File: src/verilog/cpuPkg.sv
`default_nettype none

package cpuPkg;

    localparam int dataWidth = 32;
    localparam int regAddrWidth = 5;
    localparam int imemDepth = 64;
    localparam int dmemDepth = 64;
    localparam int imemAddrWidth = 6;

    // Function field codes of the R-type instructions.
    localparam logic [5:0] functAdd = 6'h20;
    localparam logic [5:0] functSub = 6'h22;
    localparam logic [5:0] functAnd = 6'h24;
    localparam logic [5:0] functOr = 6'h25;
    localparam logic [5:0] functSlt = 6'h2a;

    // Primary opcode, instruction bits 31 to 26.
    typedef enum logic [5:0] {
        opRtype = 6'h00,
        opJ     = 6'h02,
        opBeq   = 6'h04,
        opAddi  = 6'h08,
        opLw    = 6'h23,
        opSw    = 6'h2b
    } opcodeT;

    typedef enum logic [2:0] {
        aluAdd = 3'd0,
        aluSub = 3'd1,
        aluAnd = 3'd2,
        aluOr  = 3'd3,
        aluSlt = 3'd4
    } aluOpT;

    // Operand source picked in execute.
    typedef enum logic [1:0] {
        fwdNone = 2'b00,
        fwdWb   = 2'b01,
        fwdMem  = 2'b10
    } fwdSelT;

    typedef struct packed {
        logic  regWrite;
        logic  memToReg;
        logic  memWrite;
        logic  aluSrc;
        logic  regDst;
        aluOpT aluOp;
    } ctrlT;

    typedef struct packed {
        logic [dataWidth-1:0] pcPlus4;
        logic [dataWidth-1:0] instruction;
    } fetchDecodeT;

    typedef struct packed {
        ctrlT                    ctrl;
        logic [dataWidth-1:0]    rsValue;
        logic [dataWidth-1:0]    rtValue;
        logic [dataWidth-1:0]    imm;
        logic [regAddrWidth-1:0] rs;
        logic [regAddrWidth-1:0] rt;
        logic [regAddrWidth-1:0] rd;
    } decodeExecT;

    typedef struct packed {
        logic                    regWrite;
        logic                    memToReg;
        logic                    memWrite;
        logic [dataWidth-1:0]    aluOut;
        logic [dataWidth-1:0]    writeData;
        logic [regAddrWidth-1:0] writeReg;
    } execMemT;

    typedef struct packed {
        logic                    regWrite;
        logic                    memToReg;
        logic [dataWidth-1:0]    readData;
        logic [dataWidth-1:0]    aluOut;
        logic [regAddrWidth-1:0] writeReg;
    } memWbT;

    typedef struct packed {
        logic                    valid;
        logic [regAddrWidth-1:0] regAddr;
        logic [dataWidth-1:0]    data;
    } wbTraceT;

    typedef struct packed {
        logic [imemAddrWidth-1:0] addr;
        logic [dataWidth-1:0]     word;
    } loadReqT;

endpackage

`default_nettype wire

File: src/verilog/memStage.sv
`default_nettype none

module memStage import cpuPkg::*; (
    input  logic    clock,
    input  logic    rstN,
    input  logic    run,
    input  execMemT memIn,
    output memWbT   memOut
);

    logic [dataWidth-1:0]         dmem [dmemDepth];
    logic [$clog2(dmemDepth)-1:0] wordAddr;

    // Word addressed, byte offset dropped.
    assign wordAddr = memIn.aluOut[$clog2(dmemDepth)+1:2];

    always_ff @(posedge clock or negedge rstN) begin
        if (!rstN) begin
            dmem <= '{default: '0};
        end else if (run && memIn.memWrite) begin
            dmem[wordAddr] <= memIn.writeData;
        end
    end

    // Memory/writeback register.
    always_ff @(posedge clock or negedge rstN) begin
        if (!rstN) begin
            memOut <= '0;
        end else if (!run) begin
            memOut <= '0;
        end else begin
            memOut.regWrite <= memIn.regWrite;
            memOut.memToReg <= memIn.memToReg;
            memOut.readData <= dmem[wordAddr];
            memOut.aluOut <= memIn.aluOut;
            memOut.writeReg <= memIn.writeReg;
        end
    end

endmodule

`default_nettype wire

File: config.mk
export PLATFORM = sky130hd
export DESIGN_NAME = memStage
export DESIGN_NICKNAME = d
export VERILOG_FILES = /design/src/verilog/cpuPkg.sv /design/src/verilog/memStage.sv
export SDC_FILE = /design/constraint.sdc
export NUM_CORES = 2
export LEC_CHECK = 0
export BUFFER_PORTS_ARGS = -buffer_cell sky130_fd_sc_hd__clkbuf_2
export CORE_MARGIN = 2
export CORE_UTILIZATION = 23
export DETAILED_ROUTE_END_ITERATION = 10
export PLACE_DENSITY_LB_ADDON = 0.1
export SYNTH_ARGS = -nofsm -noshare
export SYNTH_HDL_FRONTEND = slang
export SYNTH_SLANG_ARGS = --single-unit
File: constraint.sdc
create_clock -name clock -period 5.27 [get_ports clock]
set_clock_uncertainty 0.05 [all_clocks]
set_input_delay 1.581 -clock clock [delete_from_list [all_inputs] [get_ports clock]]
set_output_delay 1.581 -clock clock [all_outputs]
set_load 0.02 [all_outputs]
After elaboration in Yosys (flattened, before gate mapping)
Index checks and enable logic that the tools add are counted.
{ "word_totals": {"ff_bits": 2119, "in_bits": 75, "out_inout_bits": 71, "elab_cells": 81} }
{ "op_classes": {"magnitude_cmp": 2, "mux": 7, "bitwise": 1, "n_reduce_logical": 2} }
{ "op_table": {"columns": ["cell", "n"], "rows": [
  ["bitwise mux 2048 bit", 1],
  ["binary-select mux 32 bit (select 6 bit)", 1],
  ["demux 32 bit (select 6 bit)", 1],
  ["2-to-1 mux 32 bit", 3],
  ["2-to-1 mux 71 bit", 1],
  ["greater-or-equal comparator 7 bit, second input constant", 1],
  ["< comparator 7 x 1 -> 1 bit, second input constant", 1],
  ["NOT 6 -> 7 bit", 1],
  ["logical AND 1 bit", 2]
]} }

Logic depth before layout (Yosys ltp)
{ "depth": {"depth_word": 6, "ltp_mapped": 10} }

Least setup slack after synthesis
No wires, ideal clock.
{ "synth_timing": {"path_kind": "input -> register", "from": "input memIn[39] (netlist bit)", "to": "register memOut[52] (netlist bit)", "setup_ns": 0.124, "arrival_ns": 3.131, "required_time_ns": 5.096, "slack_ns": 1.965, "path_stages": 7, "path_cell_list": "buf_6 -> buf_4 -> buf_2 -> mux4_2 -> mux2i_1 -> o211ai_1 -> o31a_1"} }
{ "synth_between": {"elab_chain_cells": 5} }
{ "synth_rtl": {"columns": ["element", "line_no", "text"], "rows": [
  ["start, declared", "memStage.sv:7", "input execMemT memIn,"],
  ["NOT 6 -> 7 bit (implied by the code)", "memStage.sv:34", "memOut.readData <= dmem[wordAddr];"],
  ["binary-select mux 32 bit (select 6 bit)", "memStage.sv:34", null],
  ["2-to-1 mux 32 bit (implied by the code) (2 in series)", "memStage.sv:34", null],
  ["2-to-1 mux 71 bit", "memStage.sv:29", "end else if (!run) begin"],
  ["end, declared", "memStage.sv:8", "output memWbT memOut"]
]} }
Every way passes these cells. The select of a mux whose other input is x is not followed.
A chain may end at the register's enable or synchronous reset.

Worst setup path after layout
{ "layout_timing": {"from": "input memIn[44] (netlist bit)", "to": "register memOut[60] (netlist bit)"} }
The elaborated chain is that of the path after synthesis.

==> flow_summary_export.csv <==
group,metric,value,unit
run_status,outcome,"finished clean",
synthesis,synth_flop_cell,"dfrtp_1",
detailed_routing,first_pass_iters,5,
min_path,min_path_type,"register to register",
synthesis,syn_avg_cell_area,13.5,um2
layout,nets,7125,
critical_path,crit_start,"memIn[44]",
die,num_io_pins,146,
global_route,grt_first_pass_wirelength,552000,um
detailed_routing,vias,62545,
critical_path,reg2reg_to,"memOut[44]$_DFF_PN0_",
power,p_sw_share,25.9,%
detailed_routing,drc,0,
synthesis,syn_area,94400,um2
clocking,cts_tree,"built",
place,dpl.hpwl,240000,um
timing,setup_viol,0,
clocking,ctsHoldBuffers,0,
global_route,grt_overflow,0,
clocking,h-tree-depth,5,
place,gp_congestion,0.786,
timing,rsz0062_at_grt,"no",
synthesis,async_reset_ff_share,100,%
synthesis,synth_top_cell_by_area,"dfrtp_1",
layout,drive_gt1_share,42.4,%
critical_path,start_kind,"input pin",
critical_path,worstSetupEndpointType,"register",
power,leakage,50.5,nW
critical_path,cp_cell_sequence,"clkbuf_2, buf_4, or3b_4, or2_1, buf_4, o22ai_1, nor4_1, buf_4, o21ai_1, buf_4, o31a_1",
die,die_w,645,um
critical_path,critPathMostFrequentCell,"buf_4",
min_path,holdPathStages,1,
timing,period_share,81.3,%
timing,worst_slew_pin_slew,1.33,ns
power,p_per_area,364,nW/um2
global_route,antenna_found_initial,31,
job,maxCapViolations,0,
synthesis,ys_seq_elements,2119,
timing,fin_crit,4.28,ns
min_path,hold_end,"dmem[1957]$_DFFE_PN0P_",
synthesis,yosys.area.top_type_share,56.2,%
global_route,grt_max_degree,100,
power,seqPwrFrac,44.7,%
global_route,grt_pass1_vias,66047,
die,core_area,409000,um2
critical_path,critPathMaxStageDelay,0.60,ns
critical_path,path_max_fanout,15,
place,place_worst_setup_slack,0.0187,ns
synthesis,synth.most_common_cell,"dfrtp_1",
synthesis,seq_area_frac_synth,56.2,%
min_path,hold_start,"dmem[1957]$_DFFE_PN0P_",
layout,postLayoutCoreUtil,27.4,%
place,portBuffers,145,
critical_path,rrSetupSlack,2.33,ns
power,clkPwrFrac,45.4,%
timing,fin_tns_setup,0,ns
power,comb_power_share,9.9,%
layout,seq_area,53000,um2
layout,multi_input_area,38600,um2
synthesis,synthCells,6991,
detailed_routing,routedWlPerCell,31.0,um
detailed_routing,ant_nets,0,
power,ir_drop,0.000231,V
timing,max-slew-margin-rel,11.2,%
die,rows,235,
clocking,cts_buffer_depth,4,
synthesis,yosysUniqueCellTypes,58,
synthesis,ys_warn_count,0,
critical_path,required,5.97,ns
detailed_routing,postRouteWirelength,394000,um
clocking,cts_buffers,272,
critical_path,crit_arrival,4.99,ns
clocking,cts_resized,0,
die,start_util,23.1,%
layout,n_fill_cell,41888,
synthesis,synth_fp_nets,7066,
timing,fmax,233,MHz
timing,maxSlewViolCount,0,
synthesis,synthTopCellsByCount,"2119 x dfrtp_1, 2002 x mux2_2, 385 x clkbuf_1",
synthesis,synth_edf_count,0,
clocking,numClockSinks,2119,
detailed_routing,via_per_inst,4.92,
power,p_int,0.0303,W
clocking,cts_root_buf,"clkbuf_16",
clocking,clk_latency,0.89,ns
synthesis,yosys-top-cells-area,"dfrtp_1 56%, mux2_2 24%, a22oi_1 2.7%, a221oi_1 2.5%, mux2i_1 1.9%",
timing,finalHoldViolations,0,
detailed_routing,drt_iter0_markers,4289,
timing,fin_ws,0.987,ns
critical_path,timing.rr.start,"dmem[1543]$_DFFE_PN0P_",
clocking,cts_setup_buffers,0,
die,die_h,645,um
critical_path,ff2ff_path_depth,6,
layout,area_growth,19.0,%
clocking,clk_pin_slew_worst_paths,0.06,ns
die,dieArea,416000,um2
power,switchingPower,0.0106,W
critical_path,worstSetupPathType,"input pin to register",
critical_path,cp_slowest_cell,"nor4_1",
global_route,grtUsageTotal,18.6,%
-- flip-flops by register name, summed over array words and instances (netlist names) --
register and cells:
memOut 71, dmem 2048
-- cell usage in the layout (no fill, tap or decap), types with 38 or more instances in the layout --
master and instances:
a21oi_1 199, a221oi_1 272, a22o_1 116, a22oi_1 338
and2_1 39, buf_12 104, buf_4 312, clkbuf_1 86
clkbuf_16 283, clkbuf_2 111, clkbuf_8 66, dfrtp_1 2119
mux2_1 61, mux2_2 2002, mux2i_1 183, nand2_1 115
nor2_1 107, nor2_4 67, nor3_1 38, o211ai_1 97
o21ai_0 133, o22ai_1 95
-- cell type report --
class / count / share of cell area (%)
well taps: 5451 / 6.07
clock inverters: 36 / 0.371
clock buffers: 435 / 7.40
flip-flops and latches: 2119 / 47.2
diodes: 15 / 0.0334
inverters: 1 / 0.00780
multi-input cells: 4100 / 34.3
repair buffers: 556 / 4.59
-- power by group through the flow --
stage                     combinational (W)  sequential (W)  clock, W
after global placement              0.00406          0.0185         0
after CTS                           0.00414          0.0183    0.0192
after floorplan                     0.00226          0.0184         0
after detailed placement            0.00413          0.0186         0
after global routing                0.00437          0.0184    0.0198
final                               0.00405          0.0183    0.0185
-- per-stage QoR --
step / cell area (um2) / hold slack (ns) / cells / power (W)
2_1_floorplan: 94400 / 0.402 / 6991 / 0.0206
3_3_place_gp: 104000 / 0.415 / 12226 / 0.0226
3_5_place_dp: 104000 / 0.419 / 12227 / 0.0227
4_1_cts: 112000 / 0.432 / 12698 / 0.0416
5_1_grt: 112000 / 0.448 / 12702 / 0.0426
6_report: 112000 / 0.429 / 12713 / 0.0409
-- worst max-delay path: cells and delay by family --
kind                   cells  cell delay [ns]
AOI/OAI and AO/OA          3             0.85
buffers and inverters      5             1.32
and+or+nand+nor            3             1.21
-- worst max path at each step --
stage / to / slack (ns) / cells after the start
floorplan: memOut[52]$_DFF_PN0_ / 1.97 / 7
global placement: memOut[54]$_DFF_PN0_ / -0.41 / 9
detailed placement: memOut[60]$_DFF_PN0_ / 0.02 / 11
CTS: memOut[60]$_DFF_PN0_ / 0.96 / 11
global route: memOut[60]$_DFF_PN0_ / 0.94 / 11
finish: memOut[60]$_DFF_PN0_ / 0.99 / 11
-- per-layer routing --
metal  vias up  wire length [um]  GRT usage, %
li1      26183                 -             -
met1     34582            183000          25.8
met2      1336            187000          30.7
met3       444             13400          2.13
met4         0             11300          5.18
met5         -                 0             0
-- kinds of logic (layout without fill, tap and decap cells) --
kind of cell | after synthesis | count (layout) | synth area share, %
multiplexers | 2282 | 2282 | 27.4
flip-flops | 2119 | 2119 | 56.2
AO/OA/AOI/OAI | 1396 | 1396 | 10.8
buffers and inverters | 772 | 1028 | 3.58
AND/OR/NAND/NOR | 422 | 422 | 2.00
other | 0 | 15 | 0
Note: power is estimated with default switching activity, not from simulation.
