$ cat src/verilog/cpuPkg.sv
`default_nettype none

package cpuPkg;

    localparam int dataWidth = 32;
    localparam int regAddrWidth = 5;
    localparam int imemDepth = 64;
    localparam int dmemDepth = 64;
    localparam int imemAddrWidth = 6;

    // Function field codes of the R-type instructions.
    localparam logic [5:0] functAdd = 6'h20;
    localparam logic [5:0] functSub = 6'h22;
    localparam logic [5:0] functAnd = 6'h24;
    localparam logic [5:0] functOr = 6'h25;
    localparam logic [5:0] functSlt = 6'h2a;

    // Primary opcode, instruction bits 31 to 26.
    typedef enum logic [5:0] {
        opRtype = 6'h00,
        opJ     = 6'h02,
        opBeq   = 6'h04,
        opAddi  = 6'h08,
        opLw    = 6'h23,
        opSw    = 6'h2b
    } opcodeT;

    typedef enum logic [2:0] {
        aluAdd = 3'd0,
        aluSub = 3'd1,
        aluAnd = 3'd2,
        aluOr  = 3'd3,
        aluSlt = 3'd4
    } aluOpT;

    // Operand source picked in execute.
    typedef enum logic [1:0] {
        fwdNone = 2'b00,
        fwdWb   = 2'b01,
        fwdMem  = 2'b10
    } fwdSelT;

    typedef struct packed {
        logic  regWrite;
        logic  memToReg;
        logic  memWrite;
        logic  aluSrc;
        logic  regDst;
        aluOpT aluOp;
    } ctrlT;

    typedef struct packed {
        logic [dataWidth-1:0] pcPlus4;
        logic [dataWidth-1:0] instruction;
    } fetchDecodeT;

    typedef struct packed {
        ctrlT                    ctrl;
        logic [dataWidth-1:0]    rsValue;
        logic [dataWidth-1:0]    rtValue;
        logic [dataWidth-1:0]    imm;
        logic [regAddrWidth-1:0] rs;
        logic [regAddrWidth-1:0] rt;
        logic [regAddrWidth-1:0] rd;
    } decodeExecT;

    typedef struct packed {
        logic                    regWrite;
        logic                    memToReg;
        logic                    memWrite;
        logic [dataWidth-1:0]    aluOut;
        logic [dataWidth-1:0]    writeData;
        logic [regAddrWidth-1:0] writeReg;
    } execMemT;

    typedef struct packed {
        logic                    regWrite;
        logic                    memToReg;
        logic [dataWidth-1:0]    readData;
        logic [dataWidth-1:0]    aluOut;
        logic [regAddrWidth-1:0] writeReg;
    } memWbT;

    typedef struct packed {
        logic                    valid;
        logic [regAddrWidth-1:0] regAddr;
        logic [dataWidth-1:0]    data;
    } wbTraceT;

    typedef struct packed {
        logic [imemAddrWidth-1:0] addr;
        logic [dataWidth-1:0]     word;
    } loadReqT;

endpackage

`default_nettype wire

$ cat src/verilog/fetchStage.sv
`default_nettype none

module fetchStage import cpuPkg::*; (
    input  logic                 clock,
    input  logic                 rstN,
    input  logic                 run,
    input  logic                 stallF,
    input  logic                 flushD,
    input  logic                 branchTaken,
    input  logic [dataWidth-1:0] branchTarget,
    input  loadReqT              loadReq,
    input  logic                 loadStrobe,
    output logic                 loadAck,
    output fetchDecodeT          fetchOut
);

    logic [dataWidth-1:0] pc;
    logic [dataWidth-1:0] pcPlus4;
    logic [dataWidth-1:0] instr;
    logic [dataWidth-1:0] imem [imemDepth];

    assign pcPlus4 = pc + 32'd4;
    assign instr = imem[pc[imemAddrWidth+1:2]];

    // Ack follows the strobe, so it drops only once the source lets go.
    always_ff @(posedge clock or negedge rstN) begin
        if (!rstN) begin
            loadAck <= 1'b0;
        end else begin
            loadAck <= loadStrobe && !run;
        end
    end

    // One write per handshake, in the cycle before ack rises.
    always_ff @(posedge clock) begin
        if (loadStrobe && !loadAck && !run) begin
            imem[loadReq.addr] <= loadReq.word;
        end
    end

    always_ff @(posedge clock or negedge rstN) begin
        if (!rstN) begin
            pc <= '0;
        end else if (!run) begin
            pc <= '0;
        end else if (branchTaken) begin
            pc <= branchTarget;
        end else if (!stallF) begin
            pc <= pcPlus4;
        end
    end

    // Fetch/decode register.
    always_ff @(posedge clock or negedge rstN) begin
        if (!rstN) begin
            fetchOut <= '0;
        end else if (!run || flushD) begin
            fetchOut <= '0;
        end else if (!stallF) begin
            fetchOut.pcPlus4 <= pcPlus4;
            fetchOut.instruction <= instr;
        end
    end

endmodule

`default_nettype wire

$ cat config.mk
export PLATFORM = sky130hd
export DESIGN_NAME = fetchStage
export DESIGN_NICKNAME = d
export VERILOG_FILES = /design/src/verilog/cpuPkg.sv /design/src/verilog/fetchStage.sv
export SDC_FILE = /design/constraint.sdc
export NUM_CORES = 2
export LEC_CHECK = 0
export BUFFER_PORTS_ARGS = -buffer_cell sky130_fd_sc_hd__buf_2
export CAP_MARGIN = 5
export CORE_ASPECT_RATIO = 0.75
export CORE_MARGIN = 3
export CORE_UTILIZATION = 40
export DETAILED_ROUTE_END_ITERATION = 6
export GPL_TIMING_DRIVEN = 1
export SYNTH_ARGS = -nofsm -noshare
export SYNTH_HDL_FRONTEND = slang
export SYNTH_SLANG_ARGS = --single-unit
$ cat constraint.sdc
create_clock -name clock -period 2.7 [get_ports clock]
set_input_delay 0.54 -clock clock [delete_from_list [all_inputs] [get_ports clock]]
set_output_delay 0.54 -clock clock [all_outputs]
set_load 0.02 [all_outputs]
* Yosys cells after proc, flatten, opt, wreduce, memory -nomap -nowiden *
Memory sizes are Yosys's and may differ from the RTL's.
Cells that the tools add are included.

operators by class
  mux-type cells = 7
  reduce and logical (&&, ||, !) cells = 6
  equality and inequality tests = 2
  $add $sub $neg = 1

operators by type and width
  operator                                        count
  2-to-1 mux 64 bit                               2
  2-to-1 mux 32 bit                               3
  adder 32 x 3 -> 32 bit (second input constant)  1
  logical AND 1 bit                               3
  != test 3 x 2 -> 1 bit (second input constant)  1
  logical NOT 1 bit                               2
  2-to-1 mux 1 bit                                2
  != test 2 x 1 -> 1 bit (second input constant)  1
  logical OR 1 bit                                1

word-level totals
  logic and storage cells = 21
  input bits = 77
  memories = 1
  bits in registers = 97
  RAM bits = 2048
  output and inout port bits = 65

memory list
  memory  depth  width  read ports  clocked after Yosys merged registers in  wr ports  line              source
  imem    64     32     1           0                                        1         fetchStage.sv:20  logic [dataWidth-1:0] imem [imemDepth];

* Logic depth before layout (Yosys ltp) *
  word-level depth = 5
  mapped depth = 10
  depth with buffers taken out = 6

* Worst setup path after synthesis *
OpenSTA, ideal clock, no wires.

  path kind = input port to flip-flop
  from = input port loadReq[37] (netlist bit)
  to = memory imem[35][0] (enable)
  path buffers = 2
  setup slack = -460 ps
  setup time = 421 ps
  stages = 4
  arrival = 2739 ps
  path through = clkbuf_1 > or3b_2 > clkbuf_1 > nor2_1

RTL lines
  element      line              source
  from (decl)  fetchStage.sv:11  input loadReqT loadReq,
  to (decl)    fetchStage.sv:20

Straight into the memory's write port.

* Worst setup path in the final report *
  from = register pc[2]
  to = register fetchOut[24] (netlist bit)

on the way
  word-level cells in the longest chain between the ends = 3

RTL lines
  element                 line              source
  from (decl)             fetchStage.sv:17  logic [dataWidth-1:0] pc;
  from (signal assigned)  fetchStage.sv:47  pc <= branchTarget;
  from (signal assigned)  fetchStage.sv:49  pc <= pcPlus4;
  memory (64 x 32 bit)    -
  2-to-1 mux 64 bit       fetchStage.sv:59  end else if (!stallF) begin
  2-to-1 mux 64 bit       fetchStage.sv:57  end else if (!run || flushD) begin
  to (decl)               fetchStage.sv:14  output fetchDecodeT fetchOut

No other way between the ends. The select of a mux whose other input is x is not followed.
A chain may end at the register's enable or synchronous reset.

==> results.tsv <==
stage	metric	value	unit
outcome	outcome	finished clean	
critical_path	crit_start	pc[2]	
die	initial_core_util	0.405	
timing	final-max-slew-violation-count	0	
clocking	cts_tree	yes	
synthesis	syn_inst	3848	
critical_path	cp_common_cell	buf_4	
finish	area_growth_syn_to_layout	19.6	%
critical_path	path_max_fanout	10	
synthesis	synth_area_leaders	edfxtp_1, mux4_2, dfrtp_1	
finish	instances_no_fill	7410	
synthesis	ys_ff_latch	2145	
finish	nFillCells	16462	
placement	dp_hpwl	147000	µm
power_and_ir_drop	ir_worst_vdd	0.000470	V
critical_path	cp-end-kind	flip-flop	
route	via_per_inst	5.87	
global_routing	antenna_found_initial	29	
finish	drive_gt1_frac	0.334	
die	coreArea	204000	µm²
timing	grt_setup_unrepaired	true	
synthesis	yosys_most_used_dff	edfxtp_1	
route	drt_pass1_iterations	5	
timing	fin_crit_sh	0.986	
die	die_w	531	µm
timing	timing_hold_violations_final	0	
min_path	hp-start	branchTarget[14]	
critical_path	required	3.42	ns
synthesis	ys_seq_area_frac	0.773	
synthesis	synth_area	82700	µm²
global_routing	grt_pass1_vias	42462	
synthesis	synth-edff-count	2048	
timing	worst_slew_pin_slew	1.03	ns
placement	dp_cells	7019	
placement	dpl_cell_area	92300	µm²
die	ios	142	
route	ant_nets	0	
synthesis	syn_avg_cell_area	21.5	µm²
critical_path	start_kind	flip-flop	
critical_path	slowest_delay	0.52	ns
route	routedWlPerCell	31.7	µm
power_and_ir_drop	p_per_area	688	nW/µm²
critical_path	path_class	reg2reg	
synthesis	yosys.area.top_type	edfxtp_1	
job	max_cap_viol_count	0	
clocking	cts_sinks	2145	
finish	fin_area	99000	µm²
route	wl	235000	µm
synthesis	syn-num-nets	3926	
timing	final.setup_skew	0.0416	ns
min_path	min_path_type	in2reg	
timing	setup_viol	0	
timing	hold_slack	0.0393	ns
timing	fin_crit	2.66	ns
power_and_ir_drop	p_leak	31.4	nW
route	drc	0	
synthesis	synth_warnings	0	
timing	fmax	376	MHz
global_routing	track_usage	0.219	
die	num_rows	143	
clocking	clk_pin_slew	0.06	ns
clocking	numCtsBuffers	200	
clocking	h-tree-depth	4	
clocking	cts-root-buf	clkbuf_16	
timing	max_slew_margin	0.310	
global_routing	grt_max_degree	65	
die	die_area	212000	µm²
finish	nets	4565	
synthesis	synth_cell_types	64	
critical_path	reg2reg_from	pc[2]	
global_routing	grt_pass1_wl	329000	µm
clocking	clock_latency	0.85	ns
route	first_iter_violations	5874	
clocking	cts.path.max_buffers	4	
route	via_count	43518	
synthesis	async_reset_ff_frac	0.0452	
critical_path	path_cells	buf_6 -> buf_12 -> buf_4 -> mux4_2 -> o21ai_1 -> a31oi_2 -> buf_4 -> a211o_1	
placement	place_congestion	0.852	
placement	place.port_buffers	141	
critical_path	critPathSlowestCell	dfrtp_4	
synthesis	synth_top_area_frac	0.743	
die	die_h	400	µm
global_routing	overflow	0	
critical_path	cp.arrival	3.38	ns
[worst paths after layout]
path | to | slack, ns | cells after the start
max in group asynchronous | fetchOut[10] | 1.63 | 3
worst max-delay path | fetchOut[24] | 0.04 | 8
worst min-delay path | pc[14] | 0.04 | 3
min in group asynchronous | pc[21] | 0.30 | 2
worst max register to register | fetchOut[24] | 0.04 | 8
worst min register to register | fetchOut[52] | 0.47 | 2
[kinds of logic after synthesis]
logic type,after synthesis,synth area share
xor+xnor,53,0.00561
fa+ha+maj,1,0.000151
buf+inv,228,0.0153
mux,646,0.149
simple gates,342,0.0204
flops,2145,0.773
compound gates,433,0.0373
[through the flow]
stage	TNS (ns)	util	power, mW	setup slack (ns)
floorplan	-570.76	-	39.5	-0.460
global placement	-1.40	0.452	41.6	-0.758
detailed placement	-1.51	0.452	41.6	-0.762
CTS	-0.124	0.483	68.5	-0.124
global route	-0.0166	0.485	70.2	-0.0105
finish	0	0.485	68.1	0.0382
[layer usage]
metal  vias up  GRT usage  wire [µm]  share of wire
li1      17508          -          -              -
met1     23445      0.344     103000           0.44
met2      2263      0.314     102000           0.43
met3       298     0.0527      25800           0.11
met4         4     0.0406       4500          0.019
met5         -          0         25        0.00011
[registers in the layout, summed over array words and instances, names as in the netlist]
signal / count
loadAck: 1
fetchOut: 64
pc: 32
imem: 2048
[synthesized netlist by cell type, types with 9 or more instances]
master / count
a2111oi_2: 9
a211o_1: 9
a21oi_1: 69
a221o_1: 15
a221oi_1: 17
a22o_1: 51
a22oi_1: 76
and2_1: 15
buf_1: 15
buf_2: 85
buf_4: 27
buf_6: 20
clkbuf_1: 74
dfrtp_1: 97
edfxtp_1: 2048
mux2_2: 37
mux2i_1: 146
mux4_2: 463
nand2_1: 107
nand3_1: 21
nand4_1: 17
nor2_1: 98
nor2b_1: 12
nor3_1: 13
nor4_1: 9
o2111ai_1: 9
o211ai_1: 10
o21ai_0: 88
o221ai_1: 28
o22ai_1: 12
o31ai_1: 9
xnor2_1: 32
xor2_1: 21
[worst max-delay path: cells and delay by family (launching register included)]
family / cells / cell delay, ns
muxes: 1 / 0.51
DFF: 1 / 0.52
buffers and inverters: 4 / 0.75
AOI/OAI and AO/OA: 3 / 0.72
[where the power goes]
group / switching [mW] / leakage, nW / internal [mW] / total, mW
registers: 0.136 / 19.7 / 36.5 / 36.7
clock network: 12.2 / 3.01 / 14.9 / 27.1
logic: 2.48 / 8.67 / 1.83 / 4.31
total: 14.8 / 31.4 / 53.3 / 68.1
[layout by cell type, fill, tap and decap left out, drive strengths merged, types with 8 or more instances in the layout]
| cell | Yosys | final |
|---|---|---|
| nor4 | 14 | 14 |
| a2111oi | 11 | 11 |
| a22oi | 76 | 76 |
| dfrtp | 97 | 97 |
| a211o | 9 | 9 |
| buf | 151 | 646 |
| xnor2 | 32 | 32 |
| dlygate4sd3 | 0 | 14 |
| a22o | 51 | 51 |
| o211ai | 10 | 10 |
| o221ai | 28 | 28 |
| nor2 | 98 | 98 |
| a21oi | 69 | 69 |
| a221oi | 17 | 17 |
| mux2 | 37 | 37 |
| o22ai | 12 | 12 |
| o2111ai | 9 | 9 |
| nor3 | 13 | 13 |
| o21ai | 94 | 94 |
| mux4 | 463 | 463 |
| xor2 | 21 | 21 |
| nor2b | 12 | 12 |
| edfxtp | 2048 | 2048 |
| and2 | 15 | 15 |
| nand3 | 23 | 23 |
| clkinv | 0 | 85 |
| a31oi | 8 | 8 |
| mux2i | 146 | 146 |
| nand2 | 107 | 107 |
| clkbuf | 74 | 258 |
| nand4 | 18 | 18 |
| a221o | 15 | 15 |
| bufinv | 0 | 11 |
| o31ai | 9 | 9 |
[layout make-up]
cell class                      instances  area, µm²  area share
Timing Repair Buffer                  662       7180      0.0726
Multi-Input combinational cell       1475      18200       0.184
Inverter                                3       11.3    0.000114
Sequential cell                      2145      63900       0.646
Antenna cell                            7       17.5    0.000177
Clock buffer                          256       5300      0.0535
Tap cell                             2755       3450      0.0348
Clock inverter                        107        848     0.00857
[what timing repair did]
action	4_1_cts	5_1_grt
gates resized for setup	15	50
pin swaps	1	5
hold endpoints to repair	49	0
endpoints found under the setup margin	12	35
cloned	0	2
hold buffers	14	0
buffers inserted	3	2
Note: power is estimated with default switching activity, not from simulation.
