`src/verilog/cpuPkg.sv`:
```
`default_nettype none

package cpuPkg;

    localparam int dataWidth = 32;
    localparam int regAddrWidth = 5;
    localparam int imemDepth = 64;
    localparam int dmemDepth = 64;
    localparam int imemAddrWidth = 6;

    // Function field codes of the R-type instructions.
    localparam logic [5:0] functAdd = 6'h20;
    localparam logic [5:0] functSub = 6'h22;
    localparam logic [5:0] functAnd = 6'h24;
    localparam logic [5:0] functOr = 6'h25;
    localparam logic [5:0] functSlt = 6'h2a;

    // Primary opcode, instruction bits 31 to 26.
    typedef enum logic [5:0] {
        opRtype = 6'h00,
        opJ     = 6'h02,
        opBeq   = 6'h04,
        opAddi  = 6'h08,
        opLw    = 6'h23,
        opSw    = 6'h2b
    } opcodeT;

    typedef enum logic [2:0] {
        aluAdd = 3'd0,
        aluSub = 3'd1,
        aluAnd = 3'd2,
        aluOr  = 3'd3,
        aluSlt = 3'd4
    } aluOpT;

    // Operand source picked in execute.
    typedef enum logic [1:0] {
        fwdNone = 2'b00,
        fwdWb   = 2'b01,
        fwdMem  = 2'b10
    } fwdSelT;

    typedef struct packed {
        logic  regWrite;
        logic  memToReg;
        logic  memWrite;
        logic  aluSrc;
        logic  regDst;
        aluOpT aluOp;
    } ctrlT;

    typedef struct packed {
        logic [dataWidth-1:0] pcPlus4;
        logic [dataWidth-1:0] instruction;
    } fetchDecodeT;

    typedef struct packed {
        ctrlT                    ctrl;
        logic [dataWidth-1:0]    rsValue;
        logic [dataWidth-1:0]    rtValue;
        logic [dataWidth-1:0]    imm;
        logic [regAddrWidth-1:0] rs;
        logic [regAddrWidth-1:0] rt;
        logic [regAddrWidth-1:0] rd;
    } decodeExecT;

    typedef struct packed {
        logic                    regWrite;
        logic                    memToReg;
        logic                    memWrite;
        logic [dataWidth-1:0]    aluOut;
        logic [dataWidth-1:0]    writeData;
        logic [regAddrWidth-1:0] writeReg;
    } execMemT;

    typedef struct packed {
        logic                    regWrite;
        logic                    memToReg;
        logic [dataWidth-1:0]    readData;
        logic [dataWidth-1:0]    aluOut;
        logic [regAddrWidth-1:0] writeReg;
    } memWbT;

    typedef struct packed {
        logic                    valid;
        logic [regAddrWidth-1:0] regAddr;
        logic [dataWidth-1:0]    data;
    } wbTraceT;

    typedef struct packed {
        logic [imemAddrWidth-1:0] addr;
        logic [dataWidth-1:0]     word;
    } loadReqT;

endpackage

`default_nettype wire

```
`src/verilog/hazardUnit.sv`:
```
`default_nettype none

module hazardUnit import cpuPkg::*; (
    input  logic [regAddrWidth-1:0] rsD,
    input  logic [regAddrWidth-1:0] rtD,
    input  logic                    branchD,
    input  logic                    jumpD,
    input  decodeExecT              execIn,
    input  execMemT                 memIn,
    input  memWbT                   wbIn,
    output fwdSelT                  fwdA,
    output fwdSelT                  fwdB,
    output logic                    fwdBranchA,
    output logic                    fwdBranchB,
    output logic                    stallF,
    output logic                    stallD,
    output logic                    flushE,
    output logic                    flushD
);

    logic [regAddrWidth-1:0] writeRegE;
    logic                    lwStall;
    logic                    branchStall;

    // Youngest producer wins.
    function automatic fwdSelT fwdSelect(input logic [regAddrWidth-1:0] src);
        if (src != '0 && memIn.regWrite && memIn.writeReg == src) begin
            return fwdMem;
        end else if (src != '0 && wbIn.regWrite && wbIn.writeReg == src) begin
            return fwdWb;
        end
        return fwdNone;
    endfunction

    assign writeRegE = execIn.ctrl.regDst ? execIn.rd : execIn.rt;

    assign fwdA = fwdSelect(execIn.rs);
    assign fwdB = fwdSelect(execIn.rt);
    assign fwdBranchA = rsD != '0 && memIn.regWrite && memIn.writeReg == rsD;
    assign fwdBranchB = rtD != '0 && memIn.regWrite && memIn.writeReg == rtD;

    // Load in execute feeding the instruction in decode.
    assign lwStall = execIn.ctrl.memToReg && execIn.rt != '0 &&
                     (execIn.rt == rsD || execIn.rt == rtD);

    // Beq operands not yet available: ALU result in execute, or load data in memory.
    assign branchStall = branchD &&
        ((execIn.ctrl.regWrite && writeRegE != '0 &&
          (writeRegE == rsD || writeRegE == rtD)) ||
         (memIn.memToReg && memIn.writeReg != '0 &&
          (memIn.writeReg == rsD || memIn.writeReg == rtD)));

    assign stallF = lwStall || branchStall;
    assign stallD = lwStall || branchStall;
    assign flushE = lwStall || branchStall;
    // Any redirect from decode squashes the word just fetched.
    assign flushD = jumpD;

endmodule

`default_nettype wire

```
`config.mk`:
```
export PLATFORM = sky130hd
export DESIGN_NAME = hazardUnit
export DESIGN_NICKNAME = d
export VERILOG_FILES = /design/src/verilog/cpuPkg.sv /design/src/verilog/hazardUnit.sv
export SDC_FILE = /design/constraint.sdc
export NUM_CORES = 1
export LEC_CHECK = 0
export BUFFER_PORTS_ARGS = -buffer_cell sky130_fd_sc_hd__buf_4
export CORE_AREA = 4 4 109 111
export DETAILED_ROUTE_END_ITERATION = 8
export DIE_AREA = 0 0 113 115
export PLACE_DENSITY = 0.39
export SYNTH_ARGS = -nofsm -noshare
export SYNTH_HDL_FRONTEND = slang
export SYNTH_SLANG_ARGS = --single-unit
```
`constraint.sdc`:
```
create_clock -name vclk -period 2.2
set_input_delay 0.33 -clock vclk [all_inputs]
set_output_delay 0.33 -clock vclk [all_outputs]
set_load 0.05 [all_outputs]
```
Word level (Yosys, flattened, before mapping)
Index checks and enable logic that the tools add are counted.
- output and inout bits: 10
- memories: 0
- bits in registers: 0
- ROM bits: 0
- latch bits: 0
- bits in writable memories: 0
- order comparisons: 0
- multiplexer cells: 11
- shifts and indexed selects: 0
- reductions and logical operators: 30
- equality and inequality tests: 10
- divide/modulo/power cells: 0
- bitwise operators: 0
- $mul: 0
- $add $sub $neg: 0
- operators with widths (operator ; count):
    5-bit == test ; 10
    5-bit nonzero test ; 6
    1-bit logical AND ; 19
    2-bit 2-to-1 mux ; 6
    1-bit logical OR ; 5
    5-bit 2-to-1 mux ; 1
    1-bit 2-to-1 mux ; 4

Depth between registers and ports, before layout
Gate-level depths: netlist of the first run.
- depth after elaboration: 7
- mapped depth: 8

Worst setup path after synthesis of the first run
No wires, ideal clock.
- path type: input to output
- start: input memIn[4] (netlist bit)
- end: output fwdA[0]
- stages: 5
- buffers on the path: 1
- arrival time: 2852 ps
- setup slack: -982 ps
- cell sequence: clkbuf_1 xnor2_1 nand4_1 nor4_1 nor4_2
- longest elaborated chain between the ends: 4
- elaborated cells between the ends (all ways): 5
- classes of those cells: eq/ne (1); mux (3); reduce/logical (1)
- ends and longest elaborated chain (what ; line ; text):
    start, declared ; hazardUnit.sv:9 ; input execMemT memIn,
    5-bit == test (*) ; hazardUnit.sv:27 ; if (src != '0 && memIn.regWrite && memIn.writeReg == src) begin
    1-bit logical AND (*) ; hazardUnit.sv:27 ;
    2-bit 2-to-1 mux or 1-bit 2-to-1 mux (tied branches) ; hazardUnit.sv:27 ;
    2-bit 2-to-1 mux (*) ; hazardUnit.sv:32 ; return fwdNone;
    end, declared ; hazardUnit.sv:11 ; output fwdSelT fwdA,
Mark *: on every way between the ends. The rest lies on a longest branch, timed or not.

Final worst setup path of the first run
- start: input memIn[1] (netlist bit)
- end: output flushE
- longest elaborated chain between the ends: 6
- elaborated cells between the ends (all ways): 9
- classes of those cells: eq/ne (2); reduce/logical (7)
- ends and longest elaborated chain (what ; line ; text):
    5-bit == test or 5-bit nonzero test (tied branches) ; hazardUnit.sv:51, hazardUnit.sv:50 ;
    1-bit logical OR or 1-bit logical AND (tied branches) ; hazardUnit.sv:51, hazardUnit.sv:50 ;
    1-bit logical AND (*) ; hazardUnit.sv:50 ; (memIn.memToReg && memIn.writeReg != '0 &&
    1-bit logical OR (*) ; hazardUnit.sv:49 ; (writeRegE == rsD || writeRegE == rtD)) ||
    1-bit logical AND (*) ; hazardUnit.sv:47 ; assign branchStall = branchD &&
    1-bit logical OR (*) ; hazardUnit.sv:55 ; assign flushE = lwStall || branchStall;
    end, declared ; hazardUnit.sv:17 ; output logic flushE,
Marked as above.

==> results by group, run 1 <==
Status
  • Status: finished clean

Die
  • Core area: 10800 um2
  • Die H: 115 um
  • Die area: approximately 13000 um2
  • Die W: 113 um
  • Initial Utilization: 7.84%
  • Io pins: ~280
  • FP Rows: 38

Placement
  • Pre-CTS WS: 0.0846 ns
  • Final Wtd Congestion: about 0.77
  • HPWL Detailed: between 3 and 4 mm
  • IO buf count: 51
  • Area after DPL: 1380 um2

STA
  • Slew margin rel.: between 70% and 80%
  • Fin crit share: 95.8%
  • Hold Vio Cnt, Final: 0
  • Fin crit period: 2.11 ns
  • Max Clk Rate: between 400 and 500 MHz
  • Setup TNS: 0 ns
  • RSZ-0062 raised after global routing: false
  • Worst Max-Slew Pin Slew: 0.294 ns
  • Setup violations, final: 0
  • Worst Hold Margin: 0.660 ns
  • Slew Limit Fails: 0
  • Final setup margin: slightly above 0.09 ns

Layout
  • Layout Nets: 428
  • Layout cells sized above 1: 41.4%
  • Fillers: 1228
  • Final Cell Area: between 1000 and 1500 um2
  • Layout area overhead: 62.9%
  • Clkbuf count: 0
  • N_diodes: 0
  • FF/Latch Area: 0 um2
  • Seq_cells: 0

Synthesis
  • Yosys warns: 0
  • Synth area leader: xnor2_1
  • Sequential area share after synthesis: 0%
  • Syn_area_per_cell: approximately 7.6 um2
  • Synth Net Count: 386
  • Cells after Synth: 112
  • Main area contributors after synthesis: xnor2_1 (34%), xor2_1 (18%), mux2i_1 (5.9%)
  • Distinct cells, synth: 25
  • Top cell type's share of synthesized area: 34.2%
  • Mapped Area: 846 um2

Hold path
  • WHS Endpoint: flushD
  • Hold Crit Depth: 0
  • Hold WC Path Type: in -> out
  • Hold path start: jumpD

Worst setup path
  • Setup CP Type: in -> out
  • Worst setup EP type: primary output
  • Worst Setup Start Kind: primary input
  • Critical Path RT: 1.87 ns
  • Crit path max fanout: 3
  • Crit path DAT: 1.78 ns

Global routing
  • Gr ovfl total: 0
  • Global-route wire length before repair: 5.79 mm
  • Met2 usage: 7.82%
  • Initial antenna violation count: 0
  • Vias in the first global route: 971
  • Routing usage on met3: 1.26%
  • Gr busiest metal: met1
  • All-Layer GR Usage: 5.61%
  • Met1 Use GR: approximately 9.1%
  • Largest net degree at the start of global routing: 8

Drt
  • Via count: 924
  • WL per Instance: 13.0 um
  • Final ANT Viol Nets: 0
  • DR pass1 iterations: 4
  • Post-Route WL: approximately 3.8 mm
  • Initial DRC Count: 20
  • DRC Markers: 0
  • DR vias/cell: 3.16

Clocking
  • CTS resizes: 0
  • Cts hold-fix bufs: 0
  • Postcts setup bufs: 0

Job
  • Max_cap viols: 0

Power and ir drop
  • P_leak: between 0.5 and 0.6 nW
  • Power Dens Cells: 197 nW/um2
  • VDD IR max: 0.0000935 V
==> synth_stat cells <==
master and number:
xnor2_1 33, xor2_1 17, nand3_1 7, nor3_1 7
nand4_1 6, nor2_1 6, mux2i_1 5, buf_2 4
buf_4 3, buf_6 3, clkbuf_1 3, nand2_1 2
o21ai_0 2, or4_1 2, or4_4 2, a21oi_1 1
a31oi_1 1, clkbuf_2 1, nor2_4 1, nor4_1 1
nor4_2 1, o211ai_2 1, o311ai_1 1, o31ai_1 1
or4b_1 1
==> cells in the final DEF, fill, tap and decap left out, drive strengths merged <==
| master | instances |
|---|---|
| nor4 | 2 |
| mux2i | 5 |
| nand3 | 7 |
| or4b | 1 |
| a21oi | 1 |
| nor3 | 7 |
| o31ai | 1 |
| nor2 | 7 |
| xnor2 | 33 |
| nand2 | 2 |
| o311ai | 1 |
| or4 | 4 |
| o21ai | 2 |
| nand4 | 6 |
| buf | 54 |
| a31oi | 1 |
| xor2 | 17 |
| o211ai | 1 |
==> metal layers <==
metal	wire [um]	share of wire, %	vias to the layer above
met3	369	9.7	0
met2	1360	36	47
met1	2080	55	416
li1	-	-	461
met5	0	0	-
met4	0	0	0
==> cell families (layout without fill, tap and decap cells) <==
logic type             Yosys count  after routing  share of synthesized area [%]
AO/OA/AOI/OAI                    7              7                           5.92
XOR/XNOR                        50             50                           51.8
buffers and inverters           14             54                           10.9
multiplexers                     5              5                           5.92
AND/OR/NAND/NOR                 36             36                           25.4
==> critical path: stages <==
cell,delay [ns]
buf_4,0.11
or4_4,0.53
o211ai_2,0.15
a21oi_1,0.08
a31oi_1,0.25
nand3_4,0.11
buf_4,0.20
==> area by class of cell <==
class / count / area, um2 / area share [%]
well taps: 140 / 175 / 12.7
multi-input cells: 98 / 797 / 57.9
repair buffers: 54 / 405 / 29.4
==> worst max-delay path by stage <==
stage | endpoint | cells past startpoint | from
final | flushE | 7 | memIn[1]
after global routing | flushE | 7 | execIn[0]
after CTS | flushE | 7 | memIn[1]
after detailed placement | flushE | 7 | memIn[1]
after global placement | flushE | 7 | execIn[0]
after floorplan | stallD | 7 | memIn[1]
==> power breakdown <==
group | total (mW) | internal, mW | switching, mW
Sequential | 0 | 0 | 0
Combinational | 0.272 | 0.133 | 0.139
Clock | 0 | 0 | 0
Total | 0.272 | 0.133 | 0.139
==> metrics by stage <==
step | std cells | total power, mW | utilization [%]
3_5_place_dp | 292 | 0.274 | 12.8
6_report | 292 | 0.272 | 12.8
2_1_floorplan | 112 | 0.171 | -
3_3_place_gp | 292 | 0.271 | 12.8
4_1_cts | 292 | 0.275 | 12.8
5_1_grt | 292 | 0.295 | 12.8
Power figures use the tool's default switching activity.
==> run 2, diff against run 1 <==
--- a/config.mk
+++ b/config.mk
@@ -6,10 +6,10 @@
 export NUM_CORES = 1
 export LEC_CHECK = 0
 export BUFFER_PORTS_ARGS = -buffer_cell sky130_fd_sc_hd__buf_4
-export CORE_AREA = 4 4 109 111
+export CORE_AREA = 2 2 110 112
 export DETAILED_ROUTE_END_ITERATION = 8
-export DIE_AREA = 0 0 113 115
-export PLACE_DENSITY = 0.39
+export DIE_AREA = 0 0 112 114
+export PLACE_DENSITY = 0.37
 export SYNTH_ARGS = -nofsm -noshare
 export SYNTH_HDL_FRONTEND = slang
 export SYNTH_SLANG_ARGS = --single-unit
==> constraint.sdc (replaced) <==
create_clock -name vclk -period 2.1
set_input_delay 0.315 -clock vclk [all_inputs]
set_output_delay 0.315 -clock vclk [all_outputs]
set_load 0.05 [all_outputs]
==> run 2 against run 1 <==
  * Worst hold slack worse by 0.030 ns
  * Setup slack got worse by 0.049 ns
  * Count of clock-buffer cells in the layout unchanged
  * Global-route usage rose by 0.083 points
  * Largest cell class unchanged
  * Non-clock buffer count increased by 2
  * Utilization shrank 0.34 points
  * Critical path depth stayed put
  * Cell count up 3.1%
  * Flip-flop and latch count did not move
  * Combinational power grew 10%
  * Design area rose by 5.6%
  * Routed wire length shrank 1.3%
==> results by group, run 2 (same netlist as run 1, synthesis figures left out) <==
Layout
  • Layout Nets: 430 (+0.47%)
  • Seq_cells: 0 (unchanged)
  • Layout area overhead: 72.0%
  • FF/Latch Area: 0 um2 (unchanged)
  • Layout cells sized above 1: 44.2% (+2.7 points)
  • Clkbuf count: 0 (unchanged)
  • N_diodes: 0 (unchanged)
  • Fillers: 1372 (+12%)
  • Highest-count cells in the layout ignoring fill and taps: buf_4 (51), xnor2_1 (33), xor2_1 (17)
  • Commonest non-fill, non-tap cell in the layout: buf_4

Drt
  • Post-Route WL: 3.76 mm (-1.3%)
  • DR vias/cell: 3.16 (about the same)
  • DRC Markers: 0 (unchanged)
  • Initial DRC Count: 61 (+200%)
  • DR pass1 iterations: 4 (unchanged)
  • Via count: 952 (+3.0%)
  • WL per Instance: 12.5 um (-4.2%)
  • Final ANT Viol Nets: 0 (unchanged)

Worst setup path
  • Worst setup EP type: primary output
  • Critical Path RT: 1.78 ns (-0.09 ns)
  • Setup CP Type: in -> out
  • Crit path DAT: 1.74 ns (-0.04 ns)
  • Worst Setup Start Kind: primary input
  • Crit path max fanout: 3 (unchanged)

Status
  • Status: finished clean

Hold path
  • WHS Endpoint: flushD
  • Hold WC Path Type: in -> out
  • Hold Crit Depth: 0 (unchanged)
  • Hold path start: jumpD

STA
  • Final setup margin: 0.0444 ns (-0.0486 ns)
  • Fin crit period: ~2.1 ns
  • Max Clk Rate: about 490 MHz
  • Worst Hold Margin: 0.630 ns (-0.0296 ns)
  • Fin crit share: a little over nine tenths
  • Slew margin rel.: 78.3% (-1.5 points)
  • Hold Vio Cnt, Final: 0 (unchanged)
  • Setup violations, final: 0 (unchanged)
  • Worst Max-Slew Pin Slew: 0.316 ns (+0.0217 ns)
  • Slew Limit Fails: 0 (unchanged)

Global routing
  • Global-route wire length before repair: 5.78 mm (-0.24%)
  • Gr busiest metal: met1
  • Met2 usage: 7.35% (-0.47 points)
  • Initial antenna violation count: 0 (unchanged)
  • Routing usage on met3: 0.850% (-0.41 points)
  • Met1 Use GR: 10.0% (+0.88 points)
  • Vias in the first global route: 974 (+0.31%)
  • Largest net degree at the start of global routing: 8 (unchanged)
  • Gr ovfl total: 0 (unchanged)
  • All-Layer GR Usage: 5.69% (+0.083 points)

Clocking
  • CTS resizes: 0 (unchanged)
  • Postcts setup bufs: 0 (unchanged)
  • Cts hold-fix bufs: 0 (unchanged)

Die
  • Die H: 114 um (-0.87%)
  • Die area: 12800 um2 (-1.7%)
  • Io pins: 284 (unchanged)
  • Initial Utilization: 7.22% (-0.61 points)
  • FP Rows: 40 (+5.3%)
  • Die W: 112 um (-0.88%)
  • Core area: 11700 um2 (+8.5%)

Power and ir drop
  • Power Dens Cells: 206 nW/um2 (+4.6%)
  • VDD IR max: 0.0000831 V (-11%)
  • P_leak: 0.527 nW (+4.9%)

Placement
  • Pre-CTS WS: 0.0274 ns (-0.0572 ns)
  • IO buf count: 51 (unchanged)
  • HPWL Detailed: 3.29 mm (-2.5%)
  • Final Wtd Congestion: 0.761 (-1.0%)

Job
  • Max_cap viols: 0 (unchanged)
==> run 2: layout make-up <==
type	count	area (um2)	share of cell area, %
multi-input cells	98	821	56.4
repair buffers	56	450	31.0
well taps	147	184	12.6
==> run 2: critical path, cell delays in order <==
cell	delay, ns
buf_4	0.11
or4_4	0.54
o211ai_2	0.14
a21oi_1	0.06
a31oi_1	0.25
nand3_4	0.14
buf_8	0.17
==> run 2: where the power goes <==
part	internal [mW]	switching [mW]
Clock	0	0
Sequential	0	0
Combinational	0.150	0.151
Total	0.150	0.151
==> run 2: routing by layer <==
metal  vias up  wire, um
met2        45      1370
met4         0         0
met5         -         0
li1        467         -
met3         0       274
met1       440      2120
==> run 2: through the flow <==
stage	util (%)	TNS, ns	total power [mW]	cells	area, um2
global placement	12.0	0	0.288	301	1400
detailed placement	12.0	0	0.289	301	1400
global route	12.4	-0.0385	0.325	301	1460
finish	12.4	0	0.300	301	1460
CTS	12.0	0	0.291	301	1400
floorplan	-	-0.0839	0.180	112	890
==> run 2: how the worst max path moves through the flow <==
stage / startpoint / endpoint / slack [ns] / cells past startpoint
3_5_place_dp: execIn[0] / stallF / 0.03 / 7
6_report: memIn[1] / stallD / 0.04 / 7
4_1_cts: execIn[0] / stallF / 0.03 / 7
5_1_grt: execIn[114] / stallD / -0.01 / 7
3_3_place_gp: execIn[0] / flushE / 0.04 / 7
2_1_floorplan: memIn[1] / stallD / -0.04 / 7
